--- config.mk ---
export PLATFORM = sky130hd
export DESIGN_NAME = operandStage
export DESIGN_NICKNAME = d
export VERILOG_FILES = /design/src/memPkg.sv /design/src/isaPkg.sv /design/src/operandStage.sv
export SDC_FILE = /design/constraint.sdc
export NUM_CORES = 1
export LEC_CHECK = 0
export ABC_CLOCK_PERIOD_IN_PS = 3200
export BUFFER_PORTS_ARGS = -buffer_cell sky130_fd_sc_hd__buf_2
export CAP_MARGIN = 20
export CORE_MARGIN = 5
export CORE_UTILIZATION = 39
export CTS_CLUSTER_SIZE = 25
export DETAILED_ROUTE_END_ITERATION = 10
export PLACE_DENSITY = 0.94
export SLEW_MARGIN = 20
export SYNTH_ARGS = -nofsm -noshare
export SYNTH_HDL_FRONTEND = slang
export SYNTH_SLANG_ARGS = --single-unit
--- constraint.sdc ---
create_clock -name clka -period 3.2 [get_ports clka]
set_input_delay 0.32 -clock clka [delete_from_list [all_inputs] [get_ports clka]]
set_output_delay 0.32 -clock clka [all_outputs]
set_load 0.02 [all_outputs]
--- src/memPkg.sv ---
package memPkg;

	// Word and address widths
	localparam int dataWidth = 18;
	localparam int addrWidth = 14;

	// One bank is 1024 words
	localparam int bankAddrWidth = 10;
	localparam int bankDepth = 1 << bankAddrWidth;

	// Upper address bits pick the bank, only 0 to 10 are populated
	localparam int bankSelWidth = addrWidth - bankAddrWidth;
	localparam int bankCount = 11;

endpackage

--- src/isaPkg.sv ---
package isaPkg;

	localparam int opWidth = 4;

	////////////////////////////////////////
	// Opcodes
	// Any other value is a no-op
	////////////////////////////////////////
	localparam logic [opWidth-1:0] opHalt = 4'd0;
	localparam logic [opWidth-1:0] opLdi = 4'd1;
	localparam logic [opWidth-1:0] opAddi = 4'd2;
	localparam logic [opWidth-1:0] opLda = 4'd3;
	localparam logic [opWidth-1:0] opSta = 4'd4;
	localparam logic [opWidth-1:0] opAdd = 4'd5;
	localparam logic [opWidth-1:0] opSub = 4'd6;
	localparam logic [opWidth-1:0] opJmp = 4'd7;
	localparam logic [opWidth-1:0] opJz = 4'd8;

	// First instruction fetched after a start
	localparam logic [memPkg::addrWidth-1:0] resetVector = '0;

	////////////////////////////////////////
	// Instruction word
	////////////////////////////////////////
	typedef struct packed {
		logic [opWidth-1:0] opcode;
		logic [memPkg::addrWidth-1:0] addr;
	} memRefFields;

	// Low field read as a two's complement constant
	typedef struct packed {
		logic [opWidth-1:0] opcode;
		logic signed [memPkg::addrWidth-1:0] imm;
	} immedFields;

	typedef union packed {
		memRefFields memRef;
		immedFields immed;
	} instrWord;

endpackage

--- src/operandStage.sv ---
`timescale 1ns/1ns

module operandStage (
	input logic clka,
	input logic arstN,
	input logic fetchValid,
	input isaPkg::instrWord instr,
	input logic [memPkg::dataWidth-1:0] acc,
	output logic memBWe,
	output logic [memPkg::addrWidth-1:0] memBAddr,
	output logic [memPkg::dataWidth-1:0] memBDin,
	output logic opValid,
	output isaPkg::instrWord opInstr
);

	// High in the cycle the fetched word sits on port A
	logic instrLive;
	logic usesMem;

	////////////////////////////////////////
	// Port B issue
	////////////////////////////////////////
	always_comb
	begin
		case (instr.memRef.opcode)
			isaPkg::opLda,
			isaPkg::opAdd,
			isaPkg::opSub,
			isaPkg::opSta: usesMem = 1'b1;
			default: usesMem = 1'b0;
		endcase

		memBAddr = usesMem ? instr.memRef.addr : '0;
		memBWe = instrLive && (instr.memRef.opcode == isaPkg::opSta);
		memBDin = acc;
	end

	always_ff @(posedge clka or negedge arstN)
	begin
		if (!arstN)
		begin
			instrLive <= 1'b0;
			opValid <= 1'b0;
		end
		else
		begin
			instrLive <= fetchValid;
			opValid <= instrLive;
		end
	end

	// Instruction register
	always_ff @(posedge clka)
	begin
		if (instrLive)
			opInstr <= instr;
	end

endmodule

==> flow_metrics.env <==
export IMPL_area_growth_pct=20.6
export IMPL_die_w_um=60.9
export IMPL_post_dp_cell_area_um2=1150
export IMPL_status="completed"
export IMPL_clk_latency_ns=0.29
export IMPL_grt_max_degree=21
export IMPL_firstDrtPassIters=2
export IMPL_fin_setup_tns_ns=0
export IMPL_critical_path_required_ns=2.88
export IMPL_dp_slack_ns=1.72
export IMPL_layout_common_cells="buf_2, edfxtp_1, nand2b_1"
export IMPL_min_path_cells=1
export IMPL_syn_nets=112
export IMPL_nets=152
export IMPL_clk_pin_slew_ns=0.11
export IMPL_multi_input_area_um2=249
export IMPL_tightest_slew_ns=0.260
export IMPL_gr_total_overflow=0
export IMPL_total_power_mw=0.601
export IMPL_start_kind="flop"
export IMPL_grt_usage_pct=11.4
export IMPL_ys_seq_area_share_pct=58.5
export IMPL_drv_slew=0
export IMPL_nFillCells=232
export IMPL_place_congestion=0.717
export IMPL_grt_pass1_vias=653
export IMPL_cts_buffer_depth=2
export IMPL_dieArea_um2=3710
export IMPL_min_period_over_period_pct=51.4
export IMPL_viasPerCell=4.64
export IMPL_regArea_um2=591
export IMPL_critical_path_max_fanout=20
export IMPL_synth_area_per_cell_um2=13.8
export IMPL_hold_buffers=1
export IMPL_min_path_type="in -> reg"
export IMPL_placementRows=18
export IMPL_core_area_um2=2480
export IMPL_critPathArrivalTime_ns=1.33
export IMPL_setup_viol=0
export IMPL_numCtsBuffers=3
export IMPL_reg2regPathDepth=1
export IMPL_maxCapViolCount=0
export IMPL_finalCriticalPeriod_ns=1.65
export IMPL_power_density_nw_per_um2=493
export IMPL_synth_edf_count=18
export IMPL_drcViolationCount=0
export IMPL_skew_ns=0.00333
export IMPL_port_buffers=54
export IMPL_cp_end_kind="output port"
export IMPL_syn_cell_area_um2=1010
export IMPL_cts_num_sinks=20
export IMPL_synth_ff_latch_count=20
export IMPL_finalWirelength_mm=2.19
export IMPL_slowest_stage="dfrtp_1"
export IMPL_critPathKind="reg -> out"
export IMPL_design_area_um2=1220
export IMPL_cellLeakagePower_nw=0.546
export IMPL_cpPeakStageDelay_ns=0.34
export IMPL_synthCells=73
export IMPL_layout_cells_non_filler=142
export IMPL_cts_tree="done"
export IMPL_yosys_warnings=0
export IMPL_start_util_pct=40.8
export IMPL_drt_iter0_drc=9
export IMPL_vdd_drop_max_mv=0.250
export IMPL_wl_per_cell_um=15.4
export IMPL_clockRootBuffer="clkbuf_4"
export IMPL_synth_cell_type_count=14
export IMPL_antenna_found_initial=0
export IMPL_final_common_cell="buf_2"
export IMPL_rsz0062_at_grt="false"
export IMPL_timing_final_ws_setup_ns=1.55
export IMPL_final_layout_size_suffix_gt1_share_pct=63.4
export IMPL_hold_violations=0
export IMPL_design_portCount=91
export IMPL_synth_ff_type="edfxtp_1"
export IMPL_vias=659
export IMPL_worstPathCellList="buf_4 -> nand2_1 -> nor4_1 -> buf_2"
export IMPL_post_place_cells=137
export IMPL_die_h_um=60.9
export IMPL_post_cts_buffers=0
export IMPL_synthArstFlopShare_pct=10.0
export IMPL_cts_max_level=1
export IMPL_grt_pass1_wl_mm=3.10
export IMPL_cts_resized_gates=0
export IMPL_diodes=0
export IMPL_antenna_left=0
export IMPL_slew_limit_headroom_pct=82.7
export IMPL_max_freq_ghz=0.608
[final cells by class]
type,count,area share [%]
clock buffer,3,1.85
clock inverter,1,2.47
timing repair buffer,56,23.6
tap,30,3.08
sequential,20,48.5
multi-input combinational,32,20.5
[worst max-delay path, delay by kind of cell (launching register included)]
kind / cells / cell delay (ns)
DFF: 1 / 0.34
buffers and inverters: 2 / 0.45
and+or+nand+nor: 2 / 0.23
[synthesized netlist by cell type (2+ instances only)]
cell / n / area share (%)
buf_4: 18 / 13
a21oi_2: 9 / 7.8
edfxtp_1: 18 / 54
nand2b_1: 14 / 8.7
a21oi_1: 4 / 2.0
dfrtp_1: 2 / 5.0
[where the power goes]
part | switching, mW | leakage, nW | internal, mW
Sequential | 0.00306 | 0.199 | 0.300
Combinational | 0.0626 | 0.319 | 0.0351
Clock | 0.0733 | 0.0279 | 0.126
Total | 0.139 | 0.546 | 0.462
[cells by family after synthesis]
kind of cell	count (synthesis)	synth area share (%)
AOI/OAI and AO/OA	15	13.0
and+or+nand+nor	17	11.6
DFF	20	58.5
buffers and inverters	21	16.9
[state kept, by name (all words and copies together) (netlist names)]
register and flops:
instrLive 1, opInstr 18, opValid 1
[per-layer routing]
metal | up-vias | GRT usage [%] | routed length [um]
met5 | - | 0 | 0
met1 | 281 | 13.7 | 786
met3 | 18 | 3.40 | 376
li1 | 313 | - | -
met4 | 0 | 8.67 | 107
met2 | 47 | 17.3 | 917
[per-stage QoR]
stage,hold WS [ns],util [%]
2_1_floorplan,0.0244,-
6_report,0.126,49.1
4_1_cts,0.119,49.1
3_5_place_dp,0.106,46.6
5_1_grt,0.101,49.1
3_3_place_gp,0.107,46.6
[final timing paths]
path	end	slack, ns	startpoint
hold / removal	instrLive	0.13	fetchValid
hold reg to reg	opValid	0.65	instrLive
min in group asynchronous	instrLive	0.34	arstN
setup reg to reg	opInstr[13]	2.30	instrLive
max in group asynchronous	opValid	2.77	arstN
setup / recovery	memBWe	1.55	instrLive
No activity file was read; power rests on OpenSTA's default activity.
