**config.mk**
```make
export PLATFORM = sky130hd
export DESIGN_NAME = fetchStage
export DESIGN_NICKNAME = d
export VERILOG_FILES = /design/src/memPkg.sv /design/src/isaPkg.sv /design/src/fetchStage.sv
export SDC_FILE = /design/constraint.sdc
export NUM_CORES = 1
export LEC_CHECK = 0
export ABC_CLOCK_PERIOD_IN_PS = 2500
export BUFFER_PORTS_ARGS = -buffer_cell sky130_fd_sc_hd__buf_2
export CORE_MARGIN = 2
export CORE_UTILIZATION = 44
export DETAILED_ROUTE_END_ITERATION = 8
export HOLD_SLACK_MARGIN = 0.12
export PLACE_DENSITY = 0.8
export SYNTH_ARGS = -nofsm -noshare
export SYNTH_HDL_FRONTEND = slang
export SYNTH_SLANG_ARGS = --single-unit
```
**constraint.sdc**
```tcl
create_clock -name clka -period 2.5 [get_ports clka]
set_input_delay 0.375 -clock clka [delete_from_list [all_inputs] [get_ports clka]]
set_output_delay 0.375 -clock clka [all_outputs]
set_load 0.1 [all_outputs]
```
**src/memPkg.sv**
```systemverilog
package memPkg;

	// Word and address widths
	localparam int dataWidth = 18;
	localparam int addrWidth = 14;

	// One bank is 1024 words
	localparam int bankAddrWidth = 10;
	localparam int bankDepth = 1 << bankAddrWidth;

	// Upper address bits pick the bank, only 0 to 10 are populated
	localparam int bankSelWidth = addrWidth - bankAddrWidth;
	localparam int bankCount = 11;

endpackage

```
**src/isaPkg.sv**
```systemverilog
package isaPkg;

	localparam int opWidth = 4;

	////////////////////////////////////////
	// Opcodes
	// Any other value is a no-op
	////////////////////////////////////////
	localparam logic [opWidth-1:0] opHalt = 4'd0;
	localparam logic [opWidth-1:0] opLdi = 4'd1;
	localparam logic [opWidth-1:0] opAddi = 4'd2;
	localparam logic [opWidth-1:0] opLda = 4'd3;
	localparam logic [opWidth-1:0] opSta = 4'd4;
	localparam logic [opWidth-1:0] opAdd = 4'd5;
	localparam logic [opWidth-1:0] opSub = 4'd6;
	localparam logic [opWidth-1:0] opJmp = 4'd7;
	localparam logic [opWidth-1:0] opJz = 4'd8;

	// First instruction fetched after a start
	localparam logic [memPkg::addrWidth-1:0] resetVector = '0;

	////////////////////////////////////////
	// Instruction word
	////////////////////////////////////////
	typedef struct packed {
		logic [opWidth-1:0] opcode;
		logic [memPkg::addrWidth-1:0] addr;
	} memRefFields;

	// Low field read as a two's complement constant
	typedef struct packed {
		logic [opWidth-1:0] opcode;
		logic signed [memPkg::addrWidth-1:0] imm;
	} immedFields;

	typedef union packed {
		memRefFields memRef;
		immedFields immed;
	} instrWord;

endpackage

```
**src/fetchStage.sv**
```systemverilog
`timescale 1ns/1ns

module fetchStage (
	input logic clka,
	input logic arstN,
	input logic run,
	input logic hostWe,
	input logic [memPkg::addrWidth-1:0] hostAddr,
	input logic [memPkg::dataWidth-1:0] hostDin,
	input logic execDone,
	input logic jumpTaken,
	input logic [memPkg::addrWidth-1:0] jumpAddr,
	input logic haltSeen,
	output logic memAWe,
	output logic [memPkg::addrWidth-1:0] memAAddr,
	output logic [memPkg::dataWidth-1:0] memADin,
	output logic fetchValid,
	output logic halted
);

	logic runD;
	logic start;
	logic hostOwns;
	logic [memPkg::addrWidth-1:0] pc;
	logic [memPkg::addrWidth-1:0] fetchAddr;

	////////////////////////////////////////
	// Next fetch
	////////////////////////////////////////
	always_comb
	begin
		// Only a fresh rise of run restarts the core
		start = run && !runD && halted;
		fetchValid = start || (execDone && !haltSeen);

		if (start)
			fetchAddr = isaPkg::resetVector;
		else if (jumpTaken)
			fetchAddr = jumpAddr;
		else
			fetchAddr = pc + 1'b1;
	end

	// Port A ownership
	always_comb
	begin
		hostOwns = halted && !run;
		memAWe = hostOwns && hostWe;
		memAAddr = hostOwns ? hostAddr : fetchAddr;
		memADin = hostDin;
	end

	always_ff @(posedge clka or negedge arstN)
	begin
		if (!arstN)
		begin
			runD <= 1'b0;
			pc <= '0;
			halted <= 1'b1;
		end
		else
		begin
			runD <= run;
			if (fetchValid)
				pc <= fetchAddr;
			if (start)
				halted <= 1'b0;
			else if (execDone && haltSeen)
				halted <= 1'b1;
		end
	end

endmodule

```
==> summary.txt <==
Run status
  • Status: complete, no violations

Setup path
  • Startpoint types: flip-flop
  • Slowest CP cell: or4_4
  • CP delay by family, top: simple AND/OR/NAND/NOR gates
  • Crit Path Max Fanout: 7
  • Critical path buffer and inverter count: 1
  • Worst path cell trace: ha_2 > nand2_2 > or4_4 > mux2i_2 > nand2_2 > buf_12
  • Req. time, crit path: 2.12 ns
  • Cell repeated most along the worst path: nand2_2
  • CP peak stage delay: between 0.5 and 0.6 ns
  • Setup Crit Path Kind: reg2out
  • CP Capture Type: output pin
  • CP arrival: roughly 2.1 ns

Drt
  • Remaining DRCs: 0
  • Vias: around 1800
  • Final antenna-violating net count: 0
  • Top layer in use: met4
  • Met1 WL: ~2000 um
  • Met2 WL: between 2000 and 2500 um
  • Drt first pass iters: 4
  • Post-Route WL: about 4600 um
  • Metal3 WL: roughly 400 um
  • Vias per inst: between 6 and 7
  • Wirelength per Cell: between 15 and 20 um
  • Iter 0 DRT Violations: around 160

STA
  • F_max: approximately 400 MHz
  • Pins Over Slew Limit: 0
  • Crit path time final: approximately 2.5 ns
  • Final setup viols: 0
  • Slew at the pin closest to its max-slew limit: around 0.48 ns
  • Unrepaired setup endpoints after global routing: true
  • Layout Skew: about 0.0045 ns
  • Setup WS post-layout: approximately 0.019 ns
  • Final Hold Vio Count: 0
  • Slew headroom: between 60 and 70%
  • Crit share post-route: between 90% and 100%

Global route
  • Initial antenna violation count: 0
  • Largest net degree at the start of global routing: 36
  • Total congestion overflow: 0
  • Number of global-route vias before repair: between 1500 and 2000
  • First-pass GRT wire length: 7355 um
  • Gr usage total: between 20% and 30%

Logic synthesis
  • Syn Inst Count: approximately 210
  • Ys Warns: 0
  • Post-synthesis sequential area ratio: a little over a quarter
  • Area leader, netlist: dfrtp_1
  • Synth top area cells: dfrtp_1, buf_4, nand2_1, o21ai_0, o31ai_1
  • Number of synthesized flops with an enable pin: 0
  • Post-synth top flop: dfrtp_1
  • Top-area cell type share of the netlist area: about a quarter
  • Cell variety after synth: 45
  • Most frequent cell after synthesis: nand2_1
  • Seq cells post-synth: 16
  • Most frequent cells after synthesis: nand2_1, buf_4, dfrtp_1, o21ai_0, clkbuf_1
  • Synth async-reset ratio: between 90% and 100%
  • Mapped Area: between 0.0015 and 0.002 mm^2
  • Mean post-synth cell area: between 7 and 8 um^2
  • Syn nets: roughly 260

Cells and area
  • Fill count: 296
  • NumNets Final: between 300 and 400
  • Share of cells above drive strength 1: about 43%
  • N_diodes: 0
  • Area grow syn2layout: 40.52%

Clock network
  • Clock root cell: clkbuf_4
  • Num CTS Buffers: 3
  • Max Root-Sink Buffers: 2
  • Clk_lat worst skew: around 0.30 ns
  • Clock sinks: 16
  • H-tree Lvls: 1
  • CTS tree: done
  • Clock transition at path regs: 0.10 ns

Floorplanning
  • Initial Util: 45.91%
  • Die Y: around 63 um
  • FP Rows: 21
  • I/O pin count: 88
  • Core Area: roughly 0.0034 mm^2
  • Die X: 63.24 um
  • Die area: approximately 0.004 mm^2

Power
  • Worst vdd ir: 0.4562 mV
  • PD cells: just over 700 mW/mm^2
  • Leakage: between 0.8 and 0.9 nW
  • Overall Power: about 1.6 mW

Hold path
  • Worst Hold Class: in2reg

Place
  • Detailed placement HPWL: about 3100 um
  • Port Buf Inserts: 51
  • Worst slack, placed: around 0.21 ns
  • Routability congestion estimate from global placement: approximately 0.87

Flow run
  • MaxCap Viol Count: 0
## final timing paths
path                       startpoint  slack, ns  cells after the start            to
max                             pc[1]       0.02                      6  memAAddr[12]
min                               run       0.24                      1          runD
max reg2reg                     pc[3]       0.42                      6         pc[9]
min reg2reg                     pc[5]       0.60                      2         pc[5]
max in group asynchronous       arstN       1.67                      2        halted
min in group asynchronous       arstN       0.52                      2         pc[3]
## registers in the layout, summed over array words and instances, names as in the netlist
name    flops
halted      1
pc         14
runD        1
## metal layers
metal,track usage [%],vias to the layer above
met4,7.609,0
met1,32.14,827
li1,-,825
met3,3.750,14
met5,0,-
met2,35.77,98
## cell type report
class                   count  area [um^2]  share of cell area (%)
clock buffers               4        26.28                   1.211
inverters                   4        15.01                  0.6920
multi-input cells         154         1092                   50.35
flip-flops and latches     16        410.4                   18.92
well taps                  46        57.56                   2.653
repair buffers             69        568.0                   26.18
## placed cells by master, fill, tap and decap left out, types with 5 or more instances in the layout
cell / synthesis / layout
nand3_1: 10 / 10
nor3_1: 9 / 7
buf_4: 18 / 18
o21ai_0: 15 / 9
nor2_1: 10 / 9
buf_2: 1 / 36
dfrtp_1: 15 / 11
clkbuf_4: 0 / 6
a21oi_1: 10 / 10
buf_12: 0 / 11
a31oi_1: 5 / 5
nand2_1: 26 / 23
nor4_1: 8 / 7
## worst register-to-register path, delay by kind of cell (launching register included)
kind	cells	cell delay [ns]
AOI/OAI and AO/OA	1	0.17
buffers and inverters	2	0.34
DFF	1	0.45
and+or+nand+nor	3	1.04
## cell families (layout without fill, tap and decap cells)
family	after synthesis	after routing	synth area share, %
xor gates and xnor gates	4	4	2.269
buffers and inverters	37	77	13.53
and+or+nand+nor	85	85	28.93
DFF	16	16	26.01
adders and majority gates	1	1	0.8102
AOI/OAI and AO/OA	59	59	25.12
muxes	5	5	3.323
## through the flow
stage | cell area (um^2) | std cells | setup TNS (ns) | util (%) | hold WS, ns
floorplan | 1663 | 207 | -0.7980 | - | 0.07941
global placement | 2007 | 279 | 0 | 59.67 | 0.3131
detailed placement | 2007 | 279 | 0 | 59.67 | 0.3141
CTS | 2077 | 286 | 0 | 61.76 | 0.2372
global route | 2170 | 293 | -0.04195 | 64.51 | 0.2388
finish | 2170 | 293 | 0 | 64.51 | 0.2380
## where the power goes
group          switching, mW  leakage [nW]  total [mW]  internal [mW]
Sequential            0.0850         0.192       0.404          0.319
Combinational          0.660         0.666        1.01          0.346
Clock                 0.0930        0.0150       0.155         0.0622
## timing repair
action,4_1_cts,5_1_grt
gates resized for setup,6,11
hold endpoints to repair,15,0
cloned,0,0
endpoints found under the setup margin,4,7
setup buffers,2,7
pin swaps,0,2
hold buffers,1,0
(Power assumes the default switching activity.)
