File: src/memPkg.sv
package memPkg;

	// Word and address widths
	localparam int dataWidth = 18;
	localparam int addrWidth = 14;

	// One bank is 1024 words
	localparam int bankAddrWidth = 10;
	localparam int bankDepth = 1 << bankAddrWidth;

	// Upper address bits pick the bank, only 0 to 10 are populated
	localparam int bankSelWidth = addrWidth - bankAddrWidth;
	localparam int bankCount = 11;

endpackage

File: src/isaPkg.sv
package isaPkg;

	localparam int opWidth = 4;

	////////////////////////////////////////
	// Opcodes
	// Any other value is a no-op
	////////////////////////////////////////
	localparam logic [opWidth-1:0] opHalt = 4'd0;
	localparam logic [opWidth-1:0] opLdi = 4'd1;
	localparam logic [opWidth-1:0] opAddi = 4'd2;
	localparam logic [opWidth-1:0] opLda = 4'd3;
	localparam logic [opWidth-1:0] opSta = 4'd4;
	localparam logic [opWidth-1:0] opAdd = 4'd5;
	localparam logic [opWidth-1:0] opSub = 4'd6;
	localparam logic [opWidth-1:0] opJmp = 4'd7;
	localparam logic [opWidth-1:0] opJz = 4'd8;

	// First instruction fetched after a start
	localparam logic [memPkg::addrWidth-1:0] resetVector = '0;

	////////////////////////////////////////
	// Instruction word
	////////////////////////////////////////
	typedef struct packed {
		logic [opWidth-1:0] opcode;
		logic [memPkg::addrWidth-1:0] addr;
	} memRefFields;

	// Low field read as a two's complement constant
	typedef struct packed {
		logic [opWidth-1:0] opcode;
		logic signed [memPkg::addrWidth-1:0] imm;
	} immedFields;

	typedef union packed {
		memRefFields memRef;
		immedFields immed;
	} instrWord;

endpackage

File: src/executeStage.sv
`timescale 1ns/1ns

module executeStage (
	input logic clka,
	input logic arstN,
	input logic opValid,
	input isaPkg::instrWord opInstr,
	input logic [memPkg::dataWidth-1:0] operand,
	output logic [memPkg::dataWidth-1:0] acc,
	output logic execDone,
	output logic jumpTaken,
	output logic [memPkg::addrWidth-1:0] jumpAddr,
	output logic haltSeen
);

	logic signed [memPkg::dataWidth-1:0] immExt;
	logic accZero;

	// Immediate view, sign extended to a full word
	always_comb
	begin
		immExt = opInstr.immed.imm;
		accZero = (acc == '0);
	end

	////////////////////////////////////////
	// ALU and branch
	////////////////////////////////////////
	always_ff @(posedge clka or negedge arstN)
	begin
		if (!arstN)
		begin
			acc <= '0;
			execDone <= 1'b0;
			jumpTaken <= 1'b0;
			haltSeen <= 1'b0;
		end
		else
		begin
			execDone <= opValid;
			jumpTaken <= 1'b0;
			haltSeen <= 1'b0;
			if (opValid)
			begin
				case (opInstr.memRef.opcode)
					isaPkg::opHalt: haltSeen <= 1'b1;
					isaPkg::opLdi: acc <= immExt;
					isaPkg::opAddi: acc <= acc + immExt;
					isaPkg::opLda: acc <= operand;
					isaPkg::opAdd: acc <= acc + operand;
					isaPkg::opSub: acc <= acc - operand;
					isaPkg::opJmp: jumpTaken <= 1'b1;
					isaPkg::opJz: jumpTaken <= accZero;
					// opSta only writes memory
					default: acc <= acc;
				endcase
			end
		end
	end

	// Target from the address view
	always_ff @(posedge clka)
	begin
		if (opValid)
			jumpAddr <= opInstr.memRef.addr;
	end

endmodule

File: config.mk
export PLATFORM = sky130hd
export DESIGN_NAME = executeStage
export DESIGN_NICKNAME = d
export VERILOG_FILES = /design/src/memPkg.sv /design/src/isaPkg.sv /design/src/executeStage.sv
export SDC_FILE = /design/constraint.sdc
export NUM_CORES = 1
export LEC_CHECK = 0
export BUFFER_PORTS_ARGS = -buffer_cell sky130_fd_sc_hd__buf_2
export CELL_PAD_IN_SITES_DETAIL_PLACEMENT = 0
export CELL_PAD_IN_SITES_GLOBAL_PLACEMENT = 1
export CORE_ASPECT_RATIO = 0.7
export CORE_MARGIN = 2
export CORE_UTILIZATION = 35
export CTS_CLUSTER_DIAMETER = 200
export CTS_CLUSTER_SIZE = 25
export DETAILED_ROUTE_END_ITERATION = 8
export GPL_TIMING_DRIVEN = 0
export PLACE_DENSITY = 0.82
export SLEW_MARGIN = 20
export SYNTH_ARGS = -nofsm -noshare
export SYNTH_HDL_FRONTEND = slang
export SYNTH_SLANG_ARGS = --single-unit
File: constraint.sdc
create_clock -name clka -period 3.3 [get_ports clka]
set_input_delay 0.495 -clock clka [delete_from_list [all_inputs] [get_ports clka]]
set_output_delay 0.495 -clock clka [all_outputs]
set_load 0.03 [all_outputs]
==> results.md <==
- Leakage power: 1.80 nW
- Critical path peak fanout: 4
- Setup violations, final: 6
- DR vias: 3598
- Final period util: 104%
- Clk_skew: 2.37 ps
- GR Util met1: 35.0%
- Critical path data required time: 3500 ps
- Power Density: 526 nW/um2
- DRC viols: 0
- Area share of the largest cell type after synthesis: 16.6%
- Cells after DPL: 595
- Layout cell share with drive strength beyond 1: 37.4%
- Worst VDD drop: 0.237 mV
- CTS tree: built
- Grt peak-use layer: met1
- FP Rows: 28
- Clock transition at the registers of the reported paths: 50 ps
- Diodes inserted: 0
- Die Ht: 83.5 um
- TritonCTS Buffers: 5
- YS warnings: 0
- Worst rel slew slack: 57.3%
- Number of I/O pins: 74
- Final hold slack: 211 ps
- All-Layer GR Usage: 22.7%
- Via density: 5.70
- Avg Cell Area, Syn: 7.81 um2
- Layout area overhead: 42.8%
- Synth Register Bits: 35
- First-pass GRT wire length: 17.8 mm
- Failing checks: negative setup slack
- Setup TNS: -416 ps
- Final Cell Area: 4510 um2
- Gr ovfl total: 0
- Critical Path End Type: flop
- Netlist Area Pre-Place: 3160 um2
- Initial antenna violation count: 0
- Crit path kind: in2reg
- Routing usage on met3: 2.94%
- Initial core utilization: 36.6%
- RSZ-0062 raised after global routing: true
- Placed inst area: 3720 um2
- Synth async-reset ratio: 60.0%
- Number of max-cap violations: 0
- Max-slew violation count: 0
- Most used DFF post-synth: dfrtp_1
- Mapped Nets: 463
- Outcome: complete, but fails checks
- EDFF count, synth: 14
- Worst-Skew Late Latency: 270 ps
- Critical Path Start Type: primary input
- GR Layer Usage met2: 33.9%
- GPL Wtd Cong: 0.968
- Netlist cell types: 50
- Slew @ Worst Pin: 640 ps
- Layout fillers: 811
- Final nets: 569
- Vias in the first global route: 3301
- Core area: 8620 um2
- Max H-tree Level: 2
- Syn Inst Count: 404
- Top cells by area, synth: dfrtp_1 17%, edfxtp_1 13%, ha_1 7.5%, a21oi_1 6.5%, nor2_1 5.4%
- Total wire length: 11.5 mm
- Fmax: 292 MHz
- Largest net degree at the start of global routing: 22
- Sequential cell area fraction in the yosys report: 30.0%
- Die width: 118 um
- Die footprint: 9810 um2
- Avg WL per Cell: 18.2 um
- Final ANT Viol Nets: 0
- IO Port Bufs: 71
- HPWL after DPL: 8.29 mm
- 1st-iter DRT viols: 275
- Clk sink count: 35
- Clock Path Buffers: 2
- Leading area contributor after synthesis: dfrtp_1
- Fin. Hold Viols: 0
- Final worst slack: -128 ps
- WP data arrival: 3630 ps
- Final Total Pwr: 2.37 mW
- Final min period: 3430 ps
- Layout Cells excl Fill: 631
- Hold Path Class: in2async
- TritonRoute pass-1 iters: 5
- CTS Root Cell: clkbuf_16
## layer usage
metal	up-vias	wire, um
met1	1693	5520
li1	1722	-
met5	-	0
met4	0	129
met3	10	867
met2	173	4940
## path summary, 6_finish.rpt
kind | slack, ps | to | cells past startpoint | startpoint
worst max-delay path | -130 | acc[15] | 16 | opInstr[1]
worst min-delay path | 210 | acc[3] | 1 | arstN
worst max register to register | 690 | acc[16] | 11 | acc[0]
worst min register to register | 580 | acc[0] | 2 | acc[0]
max in group asynchronous | 2710 | jumpTaken | 1 | arstN
min in group clka | 460 | jumpAddr[9] | 1 | opInstr[9]
## kinds of logic (layout without fill, tap and decap cells)
family	Yosys count	after routing	share of synthesized area, %
AOI/OAI and AO/OA	127	127	25.0
buffers and inverters	29	136	3.73
muxes	1	1	0.357
DFF	35	35	30.0
xor gates and xnor gates	22	22	6.10
and+or+nand+nor	170	170	26.7
adders and majority gates	20	20	8.16
## through the flow
| stage | utilization, % | setup WS [ps] |
|---|---|---|
| finish | 52.3 | -128 |
| global route | 52.3 | -257 |
| CTS | 49.5 | -22.5 |
| detailed placement | 43.1 | -765 |
| global placement | 43.1 | -715 |
| floorplan | - | -56.8 |
## layout make-up
cell class / instances / area [um2] / share of cell area [%]
Multi-Input combinational cell: 340 / 2540 / 56.3
Inverter: 14 / 57.6 / 1.28
Sequential cell: 35 / 946 / 21.0
Timing Repair Buffer: 101 / 611 / 13.5
Buffer: 13 / 70.1 / 1.55
Tap cell: 120 / 150 / 3.33
Clock inverter: 2 / 7.51 / 0.167
Clock buffer: 6 / 129 / 2.86
## worst max-delay path, stage by stage
cell      delay, ps
buf_8           100
buf_4           120
nor3_2          180
and3_4          240
nand2_1          80
or3_1           330
xor2_1          170
a221oi_2        450
ha_4            220
a21o_1          150
nand2_1          80
nand2_1          90
a21o_1          170
mux2_2          340
a211o_1         270
a21oi_1         130
## where the power goes
group          switching, mW  internal, mW
clock                  0.164         0.274
combinational          0.793         0.532
sequential            0.0810         0.528
total                   1.04          1.33
## cell usage after synthesis (all sizes together), types with 2 or more instances
library cell	n
a31oi	7
buf	2
o21ai	34
edfxtp	14
dfrtp	21
or2	3
nand4	3
nand2	41
o31ai	2
nor2b	6
nand2b	5
nand3	17
xor2	11
inv	14
a211oi	4
nor3	20
xnor2	11
a31o	2
nor2	45
nor3b	2
a21o	7
or3	10
o221ai	2
and2	2
clkbuf	13
ha	19
a211o	2
a22oi	2
a221oi	13
a41oi	2
and3	3
o21a	3
nor4	11
a21oi	41
## state kept, by name (all words and copies together), names as in the netlist
register	flops
jumpAddr	14
haltSeen	1
execDone	1
jumpTaken	1
acc	18
## layout by cell type (no fill, tap or decap), types with 7 or more instances in the layout
cell type,synthesis,final
ha_1,19,11
buf_4,0,30
a221oi_1,13,7
nor2_1,45,39
clkbuf_1,13,8
edfxtp_1,14,14
xor2_1,11,10
nand2_1,41,35
or3_1,8,8
nor3_1,20,15
nand3_1,16,15
buf_2,1,70
a21o_1,7,7
xnor2_1,11,11
o21ai_1,1,7
a21oi_1,41,34
inv_1,14,12
o21ai_0,33,23
dfrtp_1,21,21
## timing repair
action                                  4_1_cts  5_1_grt
pin swaps                                    39       35
endpoints found under the setup margin        9       12
hold buffers                                  0        0
setup buffers                                25        5
gates resized for setup                      58       52
Note: power is estimated with default switching activity, not from simulation.
